### config.mk
export PLATFORM = sky130hd
export DESIGN_NAME = vc_buffers
export DESIGN_NICKNAME = d
export VERILOG_FILES = /design/src/route_pkg.sv /design/src/flit_pkg.sv /design/src/flit_fifo.sv /design/src/vc_buffers.sv
export SDC_FILE = /design/constraint.sdc
export NUM_CORES = 2
export LEC_CHECK = 0
export ABC_AREA = 1
export BUFFER_PORTS_ARGS = -buffer_cell sky130_fd_sc_hd__buf_2
export CORE_ASPECT_RATIO = 1.5
export CORE_UTILIZATION = 63
export DETAILED_ROUTE_END_ITERATION = 7
export PLACE_DENSITY = 0.8
export REMOVE_ABC_BUFFERS = 1
export SLEW_MARGIN = 15
export SYNTH_ARGS = -nofsm -noshare
export SYNTH_HDL_FRONTEND = slang
export SYNTH_HIERARCHICAL = 1
export SYNTH_SLANG_ARGS = --single-unit
### constraint.sdc
create_clock -name CLK -period 3.4 [get_ports CLK]
set_input_delay 0.34 -clock CLK [delete_from_list [all_inputs] [get_ports CLK]]
set_output_delay 0.34 -clock CLK [all_outputs]
set_load 0.03 [all_outputs]
### src/route_pkg.sv
package route_pkg;

    localparam int NODE_ID_WIDTH = 4;

    typedef logic [NODE_ID_WIDTH-1:0] node_id_t;

    // Nodes sit on a line, so a packet either stays here or moves one way.
    typedef enum logic [1:0] {
        PORT_LOCAL = 2'd0,
        PORT_EAST  = 2'd1,
        PORT_WEST  = 2'd2
    } out_port_t;

    function automatic out_port_t route_port(node_id_t dest, node_id_t node_id);
        out_port_t port;
        if (dest == node_id) begin
            port = PORT_LOCAL;
        end else if (dest > node_id) begin
            port = PORT_EAST; // Higher ids lie to the east.
        end else begin
            port = PORT_WEST;
        end
        return port;
    endfunction

endpackage

### src/flit_pkg.sv
package flit_pkg;

    localparam int FLIT_WIDTH       = 32;
    localparam int PKT_LENGTH_WIDTH = 4;

    // Whatever the head layout does not claim is left to a free tag field.
    localparam int TAG_WIDTH = FLIT_WIDTH - 2 * route_pkg::NODE_ID_WIDTH - PKT_LENGTH_WIDTH;

    typedef logic [PKT_LENGTH_WIDTH-1:0] pkt_len_t;

    typedef struct packed {
        route_pkg::node_id_t  dest;   // Destination node.
        route_pkg::node_id_t  src;    // Source node.
        pkt_len_t             length; // Flits in the packet, head included.
        logic [TAG_WIDTH-1:0] tag;
    } head_flit_t;

    typedef struct packed {
        logic [FLIT_WIDTH-1:0] data;
    } body_flit_t;

    // There is no type bit on the wire.
    // The head is recognized by counting flits within the packet.
    typedef union packed {
        head_flit_t head;
        body_flit_t body;
    } flit_t;

    // A length field of zero is read as a single-flit packet.
    function automatic pkt_len_t expected_num_flits(flit_t flit);
        pkt_len_t len;
        len = flit.head.length;
        if (len == '0) begin
            len = pkt_len_t'(1);
        end
        return len;
    endfunction

endpackage

### src/flit_fifo.sv
`timescale 1ns/1ps

module flit_fifo #(
    parameter int DEPTH = 16
) (
    input  logic           CLK,
    input  logic           nRST,
    input  logic           wen,
    input  logic           ren,
    input  flit_pkg::flit_t wdata,
    output flit_pkg::flit_t rdata,
    output logic           empty,
    output logic           full
);

    localparam int ADDR_W = $clog2(DEPTH);

    flit_pkg::flit_t   mem [DEPTH];
    logic [ADDR_W-1:0] wr_ptr;
    logic [ADDR_W-1:0] rd_ptr;
    logic [ADDR_W:0]   count;
    logic              do_write;
    logic              do_read;

    assign do_write = wen && !full; // A write into a full FIFO is dropped.
    assign do_read  = ren && !empty;

    always_ff @(posedge CLK, negedge nRST) begin
        if (!nRST) begin
            wr_ptr <= '0;
            rd_ptr <= '0;
            count  <= '0;
        end else begin
            if (do_write) begin
                wr_ptr <= wr_ptr + 1'b1; // Pointers wrap since DEPTH is a power of two.
            end
            if (do_read) begin
                rd_ptr <= rd_ptr + 1'b1;
            end
            case ({do_write, do_read})
                2'b10:   count <= count + 1'b1;
                2'b01:   count <= count - 1'b1;
                default: count <= count;
            endcase
        end
    end

    always_ff @(posedge CLK) begin
        if (do_write) begin
            mem[wr_ptr] <= wdata;
        end
    end

    assign rdata = mem[rd_ptr]; // Head entry is visible whenever empty is low.
    assign empty = (count == '0);
    assign full  = (count == (ADDR_W + 1)'(DEPTH));

endmodule

### src/vc_buffers.sv
`timescale 1ns/1ps

module vc_buffers #(
    parameter int NUM_VCS = 4,
    parameter int DEPTH   = 16
) (
    input  logic               CLK,
    input  logic               nRST,
    input  logic [NUM_VCS-1:0] wen,
    input  flit_pkg::flit_t    wdata,
    input  logic [NUM_VCS-1:0] ren,
    output flit_pkg::flit_t    rdata [NUM_VCS],
    output logic [NUM_VCS-1:0] empty,
    output logic [NUM_VCS-1:0] valid
);

    localparam int LEN_W = flit_pkg::PKT_LENGTH_WIDTH;
    localparam int PKT_W = $clog2(DEPTH) + 1;

    logic [NUM_VCS-1:0][LEN_W-1:0] wr_cnt;
    logic [NUM_VCS-1:0][LEN_W-1:0] wr_len;
    logic [NUM_VCS-1:0][LEN_W-1:0] rd_cnt;
    logic [NUM_VCS-1:0][LEN_W-1:0] rd_len;
    logic [NUM_VCS-1:0][PKT_W-1:0] pkt_cnt; // Packets with a stored head, not yet drained.
    logic [NUM_VCS-1:0]            rd_take;
    logic [NUM_VCS-1:0]            head_in;
    logic [NUM_VCS-1:0]            tail_out;

    for (genvar i = 0; i < NUM_VCS; i++) begin : g_vc
        flit_fifo #(
            .DEPTH(DEPTH)
        ) u_fifo (
            .CLK  (CLK),
            .nRST (nRST),
            .wen  (wen[i]),
            .ren  (ren[i]),
            .wdata(wdata),
            .rdata(rdata[i]),
            .empty(empty[i]),
            .full ()
        );
    end

    always_comb begin
        for (int j = 0; j < NUM_VCS; j++) begin
            rd_take[j] = ren[j] && !empty[j];
            head_in[j] = wen[j] && (wr_cnt[j] == '0);
            if (rd_cnt[j] == '0) begin
                tail_out[j] = rd_take[j] && (flit_pkg::expected_num_flits(rdata[j]) == LEN_W'(1));
            end else begin
                tail_out[j] = rd_take[j] && (rd_cnt[j] == rd_len[j] - 1'b1);
            end
            valid[j] = (pkt_cnt[j] != '0);
        end
    end

    always_ff @(posedge CLK, negedge nRST) begin
        if (!nRST) begin
            wr_cnt  <= '0;
            wr_len  <= '0;
            rd_cnt  <= '0;
            rd_len  <= '0;
            pkt_cnt <= '0;
        end else begin
            for (int j = 0; j < NUM_VCS; j++) begin
                if (head_in[j]) begin
                    wr_len[j] <= flit_pkg::expected_num_flits(wdata);
                    if (flit_pkg::expected_num_flits(wdata) != LEN_W'(1)) begin
                        wr_cnt[j] <= LEN_W'(1);
                    end
                end else if (wen[j]) begin
                    wr_cnt[j] <= (wr_cnt[j] == wr_len[j] - 1'b1) ? '0 : wr_cnt[j] + 1'b1;
                end

                // The read side keeps its own count, so the next packet can queue behind.
                if (tail_out[j]) begin
                    rd_cnt[j] <= '0;
                end else if (rd_take[j] && rd_cnt[j] == '0) begin
                    rd_len[j] <= flit_pkg::expected_num_flits(rdata[j]);
                    rd_cnt[j] <= LEN_W'(1);
                end else if (rd_take[j]) begin
                    rd_cnt[j] <= rd_cnt[j] + 1'b1;
                end

                case ({head_in[j], tail_out[j]})
                    2'b10:   pkt_cnt[j] <= pkt_cnt[j] + 1'b1;
                    2'b01:   pkt_cnt[j] <= pkt_cnt[j] - 1'b1;
                    default: pkt_cnt[j] <= pkt_cnt[j];
                endcase
            end
        end
    end

endmodule

==> impl_metrics.ini <==
[status]
status = finished, final reports clean

[routing]
ant_nets = 0
wirelength_um = 242000
vias_per_cell = 5.70
firstDrtPassIters = 8
drc = 0
route.vias.total = 65543
drt_iter0_drc = 7494
routedWlPerCell_um = 21.1

[setup_path]
r2r_setup_slack_ps = 220
worstPathRequired_ps = 3060
slowest_stage = dfrtp_4
worstSetupPathType = flop to primary output
r2r-start = g_vc[0].u_fifo/rd_ptr[0]$_DFFE_PN0P_
reg2reg_to = pkt_cnt[4]$_DFFE_PN0P_
cp_num_buf_inv = 3
cp.arrival_ps = 2970
path_delay_family = buffers and inverters
endpoint_kind = primary output
worstRegToRegCells = 18
startpoint_type = flop
cpPeakStageDelay_ps = 610
crit_chain = inv_12 -> buf_16 -> nand2_1 -> nand3_1 -> nand2_1 -> nor2_1 -> nand2_1 -> nand2_1 -> buf_2
crit_fanout = 65
crit_top_cell = nand2_1

[logic_synthesis]
syn-mean-instance-area_sq_um = 10.3
syn_area_sq_um = 94400
syn_inst = 9187
yosys_warnings = 6

[cells_and_area]
layout.nets = 9524
utilization_pct = 70.8
syn_to_final_growth_pct = 11.3
fillers = 9823
drive_gt1_share_pct = 8.82

[placed_design]
dp_hpwl_um = 137000
dp_slack_ps = 289
io_buffers = 177
gp_congestion = 0.857

[flow_run]
drv_cap = 0

[timing]
skew_ps = 27.1
hold_viol_final = 0
tightest_slew_ps = 1240
period_share_pct = 97.5
drv_slew = 0
relSlewSlack_pct = 17.6
hold_ws_ps = 52.5
setup_viol = 0
fmax_mhz = 302
setup_slack_ps = 86.1
rsz0062_at_grt = true
min_period_ps = 3310

[die]
rows = 173
die_x_um = 318
io_pins = 178
fp.coreArea_sq_um = 148000
die_y_um = 476
start_util_pct = 63.6
die_area_sq_um = 151000

[clock_network]
path_clk_slew_ps = 70
ctsHtreeMaxLevel = 4
cts.path.max_buffers = 3
clock_latency_ps = 840
tritoncts = yes
clkSinkCount = 2184
cts_root_buf = clkbuf_16
cts_buffers = 192

[pwr]
power.density_nw_per_um2 = 875
ir_drop_v = 0.000668
p_leak_nw = 44.2

[global_routing]
track_usage_pct = 31.6
grt_overflow_total = 0
first_global_vias = 64847
grt_max_degree = 161
antenna_found_initial = 14
grt_pass1_wl_um = 363000

[hold_path]
hold_end = wr_len[3]$_DFFE_PN0P_
hold_class = input port to flop
hold_depth = 3
min_from = wdata[23]
==> sequential cells by signal (all words and copies together) (netlist names) <==
signal,cells
pkt_cnt,20
g_vc.u_fifo/rd_ptr,16
wr_cnt,16
g_vc.u_fifo/count,20
rd_cnt,16
rd_len,16
g_vc.u_fifo/mem,2048
g_vc.u_fifo/wr_ptr,16
wr_len,16
==> worst reg2reg max path: stages, from the launching register on <==
cell     delay (ps)
dfrtp_4         680
inv_8           280
nand2_1          90
nand3_1          80
nand2_1          50
nor2_1          100
nand2_1          50
nand2_1         140
nor3_2           80
nand2_1         120
nand2_1          70
ha_1            270
fa_1            450
a21oi_1         200
nor2_1           60
nor2_1          130
xor2_1          160
nand2_1          60
nand2_1          50
==> where the power goes <==
part | switching [mW] | leakage [nW] | internal [mW] | total, mW
logic | 26.4 | 21.0 | 10.0 | 36.5
registers | 1.55 | 20.2 | 32.5 | 34.1
clock network | 9.63 | 3.00 | 11.8 | 21.4
total | 37.6 | 44.2 | 54.3 | 91.9
==> per-stage QoR <==
| stage | setup TNS (ps) | power, mW | cell area, sq um | std cells |
|---|---|---|---|---|
| floorplan | -1192400 | 55.7 | 92400 | 8798 |
| global placement | 0 | 68.4 | 98400 | 11108 |
| detailed placement | 0 | 69.6 | 98400 | 11108 |
| CTS | -18.9 | 91.3 | 105000 | 11479 |
| global route | -73.9 | 96.4 | 105000 | 11489 |
| finish | 0 | 91.9 | 105000 | 11490 |
==> metal layers <==
| metal | share of wire [%] | global-route usage [%] |
|---|---|---|
| met5 | 0.012 | 0 |
| met4 | 4.9 | 15.0 |
| met3 | 9.9 | 5.02 |
| met2 | 50 | 54.5 |
| met1 | 36 | 39.2 |
==> worst max-delay path by stage <==
stage | start | to | depth (start not counted)
4_1_cts | g_vc[0].u_fifo/rd_ptr[0]$_DFFE_PN0P_ | rdata[116] | 9
3_5_place_dp | g_vc[2].u_fifo/rd_ptr[2]$_DFFE_PN0P_ | pkt_cnt[14]$_DFFE_PN0P_ | 18
6_report | g_vc[3].u_fifo/rd_ptr[0]$_DFFE_PN0P_ | rdata[11] | 9
2_1_floorplan | g_vc[2].u_fifo/rd_ptr[0]$_DFFE_PN0P_ | pkt_cnt[14]$_DFFE_PN0P_ | 20
3_3_place_gp | g_vc[3].u_fifo/rd_ptr[0]$_DFFE_PN0P_ | pkt_cnt[19]$_DFFE_PN0P_ | 17
5_1_grt | g_vc[2].u_fifo/rd_ptr[0]$_DFFE_PN0P_ | rdata[34] | 9
==> timing repair <==
| item | in CTS | in global routing |
|---|---|---|
| hold buffers | 9 | 0 |
| gates cloned | 3 | 2 |
| buffers inserted | 0 | 7 |
| gates resized for setup | 35 | 30 |
| endpoints found under the setup margin | 99 | 76 |
| pin swaps | 0 | 1 |
| endpoints found under the hold margin | 117 | 0 |
==> placed cells by master, fill, tap and decap left out, drive strengths merged <==
cell type and n:
a21boi 3, xnor2 30, dlygate4sd3 9, nand4 18
buf 392, o22ai 2, nand2 3590, clkbuf 239
diode 2, and2 1, o21ai 50, mux2 2
nor2 921, edfxtp 2048, bufbuf 2, nor3 8
inv 986, nand3 838, dfrtp 136, o31ai 2
a31oi 5, clkinv 88, a21oi 22, xor2 53
o21bai 3, fa 8, ha 76, bufinv 16
clkinvlp 9, nand3b 1, or2 5
==> layout make-up <==
type / instances / area, sq um / share of cell area [%]
Clock inverter: 123 / 1090 / 1.04
Multi-Input combinational cell: 5638 / 24400 / 23.2
Tap cell: 1925 / 2410 / 2.29
Antenna cell: 2 / 5.00 / 0.00476
Inverter: 976 / 3700 / 3.52
Timing Repair Buffer: 406 / 3570 / 3.40
Clock buffer: 236 / 5030 / 4.79
Sequential cell: 2184 / 64900 / 61.8
Power figures use the tool's default switching activity.
