File: src/route_pkg.sv
package route_pkg;

    localparam int NODE_ID_WIDTH = 4;

    typedef logic [NODE_ID_WIDTH-1:0] node_id_t;

    // Nodes sit on a line, so a packet either stays here or moves one way.
    typedef enum logic [1:0] {
        PORT_LOCAL = 2'd0,
        PORT_EAST  = 2'd1,
        PORT_WEST  = 2'd2
    } out_port_t;

    function automatic out_port_t route_port(node_id_t dest, node_id_t node_id);
        out_port_t port;
        if (dest == node_id) begin
            port = PORT_LOCAL;
        end else if (dest > node_id) begin
            port = PORT_EAST; // Higher ids lie to the east.
        end else begin
            port = PORT_WEST;
        end
        return port;
    endfunction

endpackage

File: src/flit_pkg.sv
package flit_pkg;

    localparam int FLIT_WIDTH       = 32;
    localparam int PKT_LENGTH_WIDTH = 4;

    // Whatever the head layout does not claim is left to a free tag field.
    localparam int TAG_WIDTH = FLIT_WIDTH - 2 * route_pkg::NODE_ID_WIDTH - PKT_LENGTH_WIDTH;

    typedef logic [PKT_LENGTH_WIDTH-1:0] pkt_len_t;

    typedef struct packed {
        route_pkg::node_id_t  dest;   // Destination node.
        route_pkg::node_id_t  src;    // Source node.
        pkt_len_t             length; // Flits in the packet, head included.
        logic [TAG_WIDTH-1:0] tag;
    } head_flit_t;

    typedef struct packed {
        logic [FLIT_WIDTH-1:0] data;
    } body_flit_t;

    // There is no type bit on the wire.
    // The head is recognized by counting flits within the packet.
    typedef union packed {
        head_flit_t head;
        body_flit_t body;
    } flit_t;

    // A length field of zero is read as a single-flit packet.
    function automatic pkt_len_t expected_num_flits(flit_t flit);
        pkt_len_t len;
        len = flit.head.length;
        if (len == '0) begin
            len = pkt_len_t'(1);
        end
        return len;
    endfunction

endpackage

File: src/flit_ingress.sv
`timescale 1ns/1ps

module flit_ingress #(
    parameter int NUM_VCS = 4
) (
    input  logic                       CLK,
    input  logic                       nRST,
    input  logic                       in_valid,
    input  logic [$clog2(NUM_VCS)-1:0] in_vc,
    input  flit_pkg::flit_t            in_flit,
    output logic [NUM_VCS-1:0]         wen,
    output flit_pkg::flit_t            wdata
);

    localparam int VC_W = $clog2(NUM_VCS);

    logic            valid_q;
    logic [VC_W-1:0] vc_q;
    flit_pkg::flit_t flit_q;
    logic            vc_ok;

    always_ff @(posedge CLK, negedge nRST) begin
        if (!nRST) begin
            valid_q <= 1'b0;
        end else begin
            valid_q <= in_valid;
        end
    end

    // Channel and flit are only looked at while valid_q is high.
    always_ff @(posedge CLK) begin
        if (in_valid) begin
            vc_q   <= in_vc;
            flit_q <= in_flit;
        end
    end

    // With a NUM_VCS that is not a power of two some indices name no channel.
    assign vc_ok = (int'(vc_q) < NUM_VCS);

    always_comb begin
        wen = '0;
        if (valid_q && vc_ok) begin
            wen[vc_q] = 1'b1;
        end
    end

    assign wdata = flit_q; // Shared by all channels, the strobe picks the FIFO.

endmodule

File: config.mk
export PLATFORM = sky130hd
export DESIGN_NAME = flit_ingress
export DESIGN_NICKNAME = d
export VERILOG_FILES = /design/src/route_pkg.sv /design/src/flit_pkg.sv /design/src/flit_ingress.sv
export SDC_FILE = /design/constraint.sdc
export NUM_CORES = 1
export LEC_CHECK = 0
export CORE_ASPECT_RATIO = 0.8
export CORE_MARGIN = 2
export CORE_UTILIZATION = 58
export DETAILED_ROUTE_END_ITERATION = 8
export DONT_BUFFER_PORTS = 1
export PLACE_DENSITY = 0.79
export SLEW_MARGIN = 10
export SYNTH_ARGS = -nofsm -noshare
export SYNTH_HDL_FRONTEND = slang
export SYNTH_SLANG_ARGS = --single-unit
File: constraint.sdc
create_clock -name CLK -period 1 [get_ports CLK]
set_clock_uncertainty 0.15 [all_clocks]
set_input_delay 0.2 -clock CLK [delete_from_list [all_inputs] [get_ports CLK]]
set_output_delay 0.2 -clock CLK [all_outputs]
set_load 0.1 [all_outputs]
==> results of run 1 <==
==> cell usage after synthesis <==
master	count
and3_2	1
and3b_1	2
dfrtp_1	1
edfxtp_1	34
nor3b_2	1
==> logic make-up after synthesis <==
family	after synthesis
and+or+nand+nor	4
DFF	35
==> per-stage QoR <==
step              instance area (sq um)  setup slack [ps]
floorplan                          1090              -642
global placement                   1840              -226
==> flow_metrics.tcl, run 1 <==
set metrics [dict create \
    error "[ERROR DPL-0038] Utilization greater than 100%, impossible to legalize" \
    synth_area_leader_cell "edfxtp_1" \
    synthAdderAreaFrac_pct 0 \
    start_util_pct 64.1 \
    synth-simple-area-share_pct 3.46 \
    yosysUniqueCellTypes 5 \
    avgSynthCellArea_sq_um 27.8 \
    synth_top_area_share_pct 94.2 \
    ys_warn_count 0 \
    syn_area_sq_um 1080 \
    gp_congestion 0.704 \
    synth_top_family_by_area "simple AND/OR/NAND/NOR gates" \
    synthTopCellsByArea "edfxtp_1 94%, dfrtp_1 2.3%, and3b_1 1.6%" \
    synth_seq_area_share_pct 96.5 \
    die-height_um 42.7 \
    synth.ff_latch_count 35 \
    ios 73 \
    synth-compound-area-share_pct 0 \
    postSynthCellCount 39 \
    io_buffers 0 \
    last-stage-reached "detailed placement" \
    synthMuxAreaShare_pct 0 \
    synth_xor_xnor_area_share_pct 0 \
    rows 13 \
    outcome "did not finish" \
    dieWidth_um 52.3 \
    syn_nets 76 \
]
==> inputs of run 2 (changes only) <==
CORE_AREA = 2 2 63 65   (was not set)
CORE_ASPECT_RATIO = not set   (was 0.8)
CORE_MARGIN = not set   (was 2)
CORE_UTILIZATION = not set   (was 58)
DIE_AREA = 0 0 65 67   (was not set)
PLACE_DENSITY = not set   (was 0.79)
PLACE_DENSITY_LB_ADDON = 0.15   (was not set)
==> run 2 against run 1 <==
Effect of this change:
- the flow now finishes, with violations (hold timing, setup timing)
- synthesized cell count unchanged
- area after synthesis unchanged
==> flow_metrics.tcl, run 2 <==
set metrics [dict create \
    yosysUniqueCellTypes 5 \
    grt_max_degree 36 \
    fmax_mhz 640 \
    synth-edff-count 34 \
    avgSynthCellArea_sq_um 27.8 \
    grt_remaining_overflow 0 \
    total_power_mw 4.33 \
    stdcell_count 167 \
    post-route-util_pct 64.7 \
    required_ps 650 \
    yosysMostFrequentCell "edfxtp_1" \
    grt_usage_pct 13.3 \
    min_to "valid_q$_DFF_PN0_" \
    path_clk_slew_ps 60 \
    cts_hold_buf 36 \
    dpl.hpwl_um 1870 \
    combPwrFrac_pct 32.4 \
    cts_buffers 5 \
    final.min_clock_period_ps 1560 \
    seqPwrFrac_pct 42.6 \
    dieWidth_um 65 \
    synth.ff_latch_count 35 \
    max_cap_violations 0 \
    cts.sinks 35 \
    drc 0 \
    ant_nets 0 \
    cts_root_buf "clkbuf_8" \
    holdPathStages 0 \
    dpl.cell_count 123 \
    holdWs_ps -197 \
    routedWlPerCell_um 15.6 \
    cp-end-kind "output pin" \
    dp_slack_ps -260 \
    cts_tree "done" \
    timing.setup.tns_ps -9770 \
    io_buffers 0 \
    drv_slew 0 \
    postSynthCellCount 39 \
    rsz0062_at_grt "yes" \
    core_area_sq_um 3610 \
    p_sw_mw 1.44 \
    syn_nets 76 \
    most-common-layout-cells "36 x dlygate4sd3_1, 36 x buf_12, 34 x edfxtp_1, 7 x clkbuf_8, 2 x and3b_2" \
    hp-class "primary input to flop" \
    synth_area_leader_cell "edfxtp_1" \
    arrival_ps 1210 \
    start_kind "flop" \
    synth_top_area_share_pct 94.2 \
    wl_um 2600 \
    synth_commonest_cells "34 x edfxtp_1, 2 x and3b_1, 1 x and3_2, 1 x dfrtp_1, 1 x nor3b_2" \
    worst_slew_pin_slew_ps 191 \
    synth_ff_type "edfxtp_1" \
    start_util_pct 30.0 \
    largest_reg_flops 32 \
    first_pass_iters 4 \
    drive_gt1_share_pct 39.5 \
    p_per_area_nw_per_um2 1850 \
    grt_first_pass_wirelength_um 3930 \
    syn_area_sq_um 1080 \
    fin_area_sq_um 2330 \
    async_flop_share_pct 2.86 \
    hold_viol_final 35 \
    setup_violations 36 \
    fill_cells 251 \
    power.share.switching_pct 33.3 \
    peakVddDrop_v 0.000941 \
    die-height_um 67 \
    fin_crit_sh_pct 156 \
    relSlewSlack_pct 87.2 \
    drt_iter0_markers 6 \
    via_count 687 \
    outcome "finished, violations left" \
    vias_per_cell 4.11 \
    final_nets 155 \
    rows 22 \
    regArea_sq_um 1050 \
    layout_setup_ws_ps -563 \
    worstPathMaxFanout 4 \
    multiInputGateArea_sq_um 46.3 \
    dpl_cell_area_sq_um 1870 \
    clk_path_buf_depth 2 \
    grt_pass1_vias 746 \
    worst-setup-path-type "flop to output pin" \
    p_int_mw 2.89 \
    n_antenna_cell 0 \
    synthTopCellsByArea "edfxtp_1 94%, dfrtp_1 2.3%, and3b_1 1.6%" \
    antenna_found_initial 0 \
    gp_congestion 0.728 \
    dieArea_sq_um 4360 \
    worstHoldStart "in_valid" \
    ys_warn_count 0 \
    ctsHtreeMaxLevel 2 \
    power_frac_clock_pct 25.0 \
    ios 73 \
    violations "hold timing, setup timing" \
    area_delta_synth_final_pct 115 \
    leakage_nw 0.905 \
    synth_seq_area_share_pct 96.5 \
]
run 2: what timing repair did:
| action | in CTS | in global routing |
|---|---|---|
| hold endpoints to repair | 70 | 35 |
| setup endpoints to repair | 36 | 36 |
| resized for setup | 0 | 0 |
| buffers inserted | 0 | 0 |
| pin swaps | 0 | 1 |
run 2: area by class of cell:
cell class	instances	share of cell area, %
repair buffers	72	46.3
flip-flops and latches	35	44.8
clock buffers	8	4.29
well taps	48	2.57
multi-input cells	4	1.98
run 2: power by group through the flow:
stage	registers [mW]	clock network [mW]	logic, mW
global placement	1.87	0	1.29
finish	1.84	1.08	1.40
detailed placement	1.88	0	1.30
CTS	1.85	1.11	1.41
floorplan	2.57	0	0.0748
global route	1.85	1.18	1.43
run 2: worst max-delay path by stage:
| stage | start | cells after the start | end | slack [ps] |
|---|---|---|---|---|
| after global placement | vc_q[1]$_DFFE_PP_ | 2 | wen[1] | -230 |
| after CTS | vc_q[0]$_DFFE_PP_ | 2 | wen[2] | -570 |
| after detailed placement | vc_q[0]$_DFFE_PP_ | 2 | wen[2] | -260 |
| after floorplan | vc_q[1]$_DFFE_PP_ | 1 | wen[0] | -640 |
| final | vc_q[0]$_DFFE_PP_ | 2 | wen[2] | -560 |
| after global routing | vc_q[1]$_DFFE_PP_ | 2 | wen[1] | -620 |
run 2: worst max-delay path, cell delays in order, from the launching register on:
cell	delay (ps)
edfxtp_1	460
and3b_2	300
buf_12	180
run 2: logic make-up after synthesis:
| logic type | share of synthesized area, % |
|---|---|
| flip-flops | 96.5 |
| AND/OR/NAND/NOR | 3.46 |
run 2: layer usage:
layer  track usage [%]  part of all wire (%)  wire, um
met2              24.9                    60      1570
met3              7.26                   9.5       247
met5                 0                     0         0
met4              5.05                   1.9        50
met1              11.8                    28       738
No activity file was read; power rests on OpenSTA's default activity.
==> inputs of run 3 (changes only) <==
clock period = 1.55 ns   (was 1 ns; I/O delays follow)
==> run 3 against run 2 <==
Effect of this change:
- clock-buffer cell count fell by 2
- hold slack improved by 290 ps
- largest power group unchanged
- largest cell class is now registers
- final cell count did not move
- clock power fell by 43%
- combinational power fell by 46%
- the run ends with setup timing left
- highest routed layer unchanged
==> flow_metrics.tcl, run 3 (synthesis gave the netlist of run 2 again) <==
set metrics [dict create \
    io_buffers 0 \
    cpPeakStageDelay_ps 460 \
    cts_root_buf "clkbuf_8" \
    arrival_ps 1210 \
    leakage_nw 0.753 \
    hold_viol_final 0 \
    outcome "finished, violations left" \
    dieArea_sq_um 4360 \
    holdWs_ps 90.0 \
    first_pass_iters 2 \
    start_util_pct 30.0 \
    grt_pass1_vias 671 \
    p_per_area_nw_per_um2 1300 \
    worstPathMaxFanout 4 \
    rows 22 \
    ios 73 \
    worst_slew_pin_slew_ps 290 \
    fill_cells 310 \
    wl_um 2280 \
    via_count 669 \
    drv_slew 0 \
    dieWidth_um 65 \
    path_clk_slew_ps 60 \
    cts_tree "done" \
    clk_path_buf_depth 2 \
    grt_max_degree 36 \
    final.min_clock_period_ps 1670 \
    drt_iter0_markers 16 \
    cts_buffers 5 \
    core_area_sq_um 3610 \
    ctsHtreeMaxLevel 2 \
    area_delta_synth_final_pct 77.9 \
    drive_gt1_share_pct 40.3 \
    cts.sinks 35 \
    die-height_um 67 \
    drc 0 \
    layout_setup_ws_ps -119 \
    largest_reg_flops 32 \
    slowest_stage "edfxtp_1" \
    n_antenna_cell 0 \
    fmax_mhz 599 \
    vias_per_cell 4.01 \
    relSlewSlack_pct 80.8 \
    gp_congestion 0.711 \
    grt_first_pass_wirelength_um 3370 \
    start_kind "flop" \
    most-common-layout-cells "35 x dlygate4sd3_1, 34 x edfxtp_1, 32 x buf_4, 5 x clkbuf_8, 5 x buf_12" \
    fin_crit_sh_pct 108 \
    post-route-util_pct 53.5 \
    routedWlPerCell_um 13.7 \
    hp-class "primary input to asynchronous set/reset pin" \
    rsz0062_at_grt "yes" \
    grt_usage_pct 11.2 \
    layout_commonest_cell "dlygate4sd3_1" \
    violations "setup timing" \
    ant_nets 0 \
    final_nets 155 \
    peakVddDrop_v 0.000628 \
    grt_remaining_overflow 0 \
    cp-startpoint "vc_q[1]$_DFFE_PP_" \
    setup_violations 4 \
    cp_cell_sequence "and3b_2 -> buf_12" \
    antenna_found_initial 0 \
    cp-end-kind "output pin" \
    worst-setup-path-type "flop to output pin" \
    max_cap_violations 0 \
    required_ps 1090 \
]
run 3: cell types whose count changed in the layout (fill, tap and decap cells not counted), sizes merged:
cell         previous run  this run
clkbuf                  8         6
buf                    36        37
clkinv                  0         1
clkinvlp                0         1
dlygate4sd3            36        35
run 3: per-layer routing:
metal / wire length, um / GRT usage, %
met5: 0 / 0
met4: 19 / 5.59
met3: 239 / 5.91
met2: 1250 / 19.8
met1: 769 / 10.5
run 3: power breakdown:
part           internal, mW  switching, mW  total, mW
Clock                 0.313          0.299      0.612
Sequential             1.12         0.0251       1.15
Combinational         0.171          0.587      0.758
Total                  1.60          0.911       2.52
run 3: critical path, delay by kind of cell (launching register included):
kind	cells	cell delay, ps
buffers and inverters	1	170
AND/OR/NAND/NOR	1	300
flip-flops	1	460
run 3: cell type report:
class                   count  area, sq um  share of cell area, %
flip-flops and latches     35         1050                   54.3
clock inverters             2         12.5                  0.649
clock buffers               6         72.6                   3.76
well taps                  48         60.1                   3.11
multi-input cells           4         46.3                   2.40
repair buffers             72          691                   35.8
run 3: repair_timing:
action | 4_1_cts | 5_1_grt
endpoints found under the setup margin | 4 | 4
endpoints found under the hold margin | 70 | 35
gates cloned | 0 | 0
pin swaps | 1 | 0
resized for setup | 0 | 0
setup buffers | 0 | 0
hold buffers | 35 | 1
run 3: final timing paths:
kind	to	cells after the start	slack (ps)
setup / recovery	wen[1]	2	-120
hold / removal	valid_q$_DFF_PN0_	1	90
max in group asynchronous	valid_q$_DFF_PN0_	1	1060
min in group CLK	valid_q$_DFF_PN0_	1	100
run 3: stage by stage:
stage | TNS [ps] | cells | total power [mW] | worst slack [ps] | instance area [sq um]
CTS | -484 | 166 | 2.53 | -143 | 1910
global route | -629 | 167 | 2.61 | -187 | 1930
floorplan | -202 | 39 | 1.70 | -202 | 1090
finish | -394 | 167 | 2.52 | -119 | 1930
global placement | 0 | 123 | 1.84 | 211 | 1470
detailed placement | 0 | 123 | 1.84 | 166 | 1470
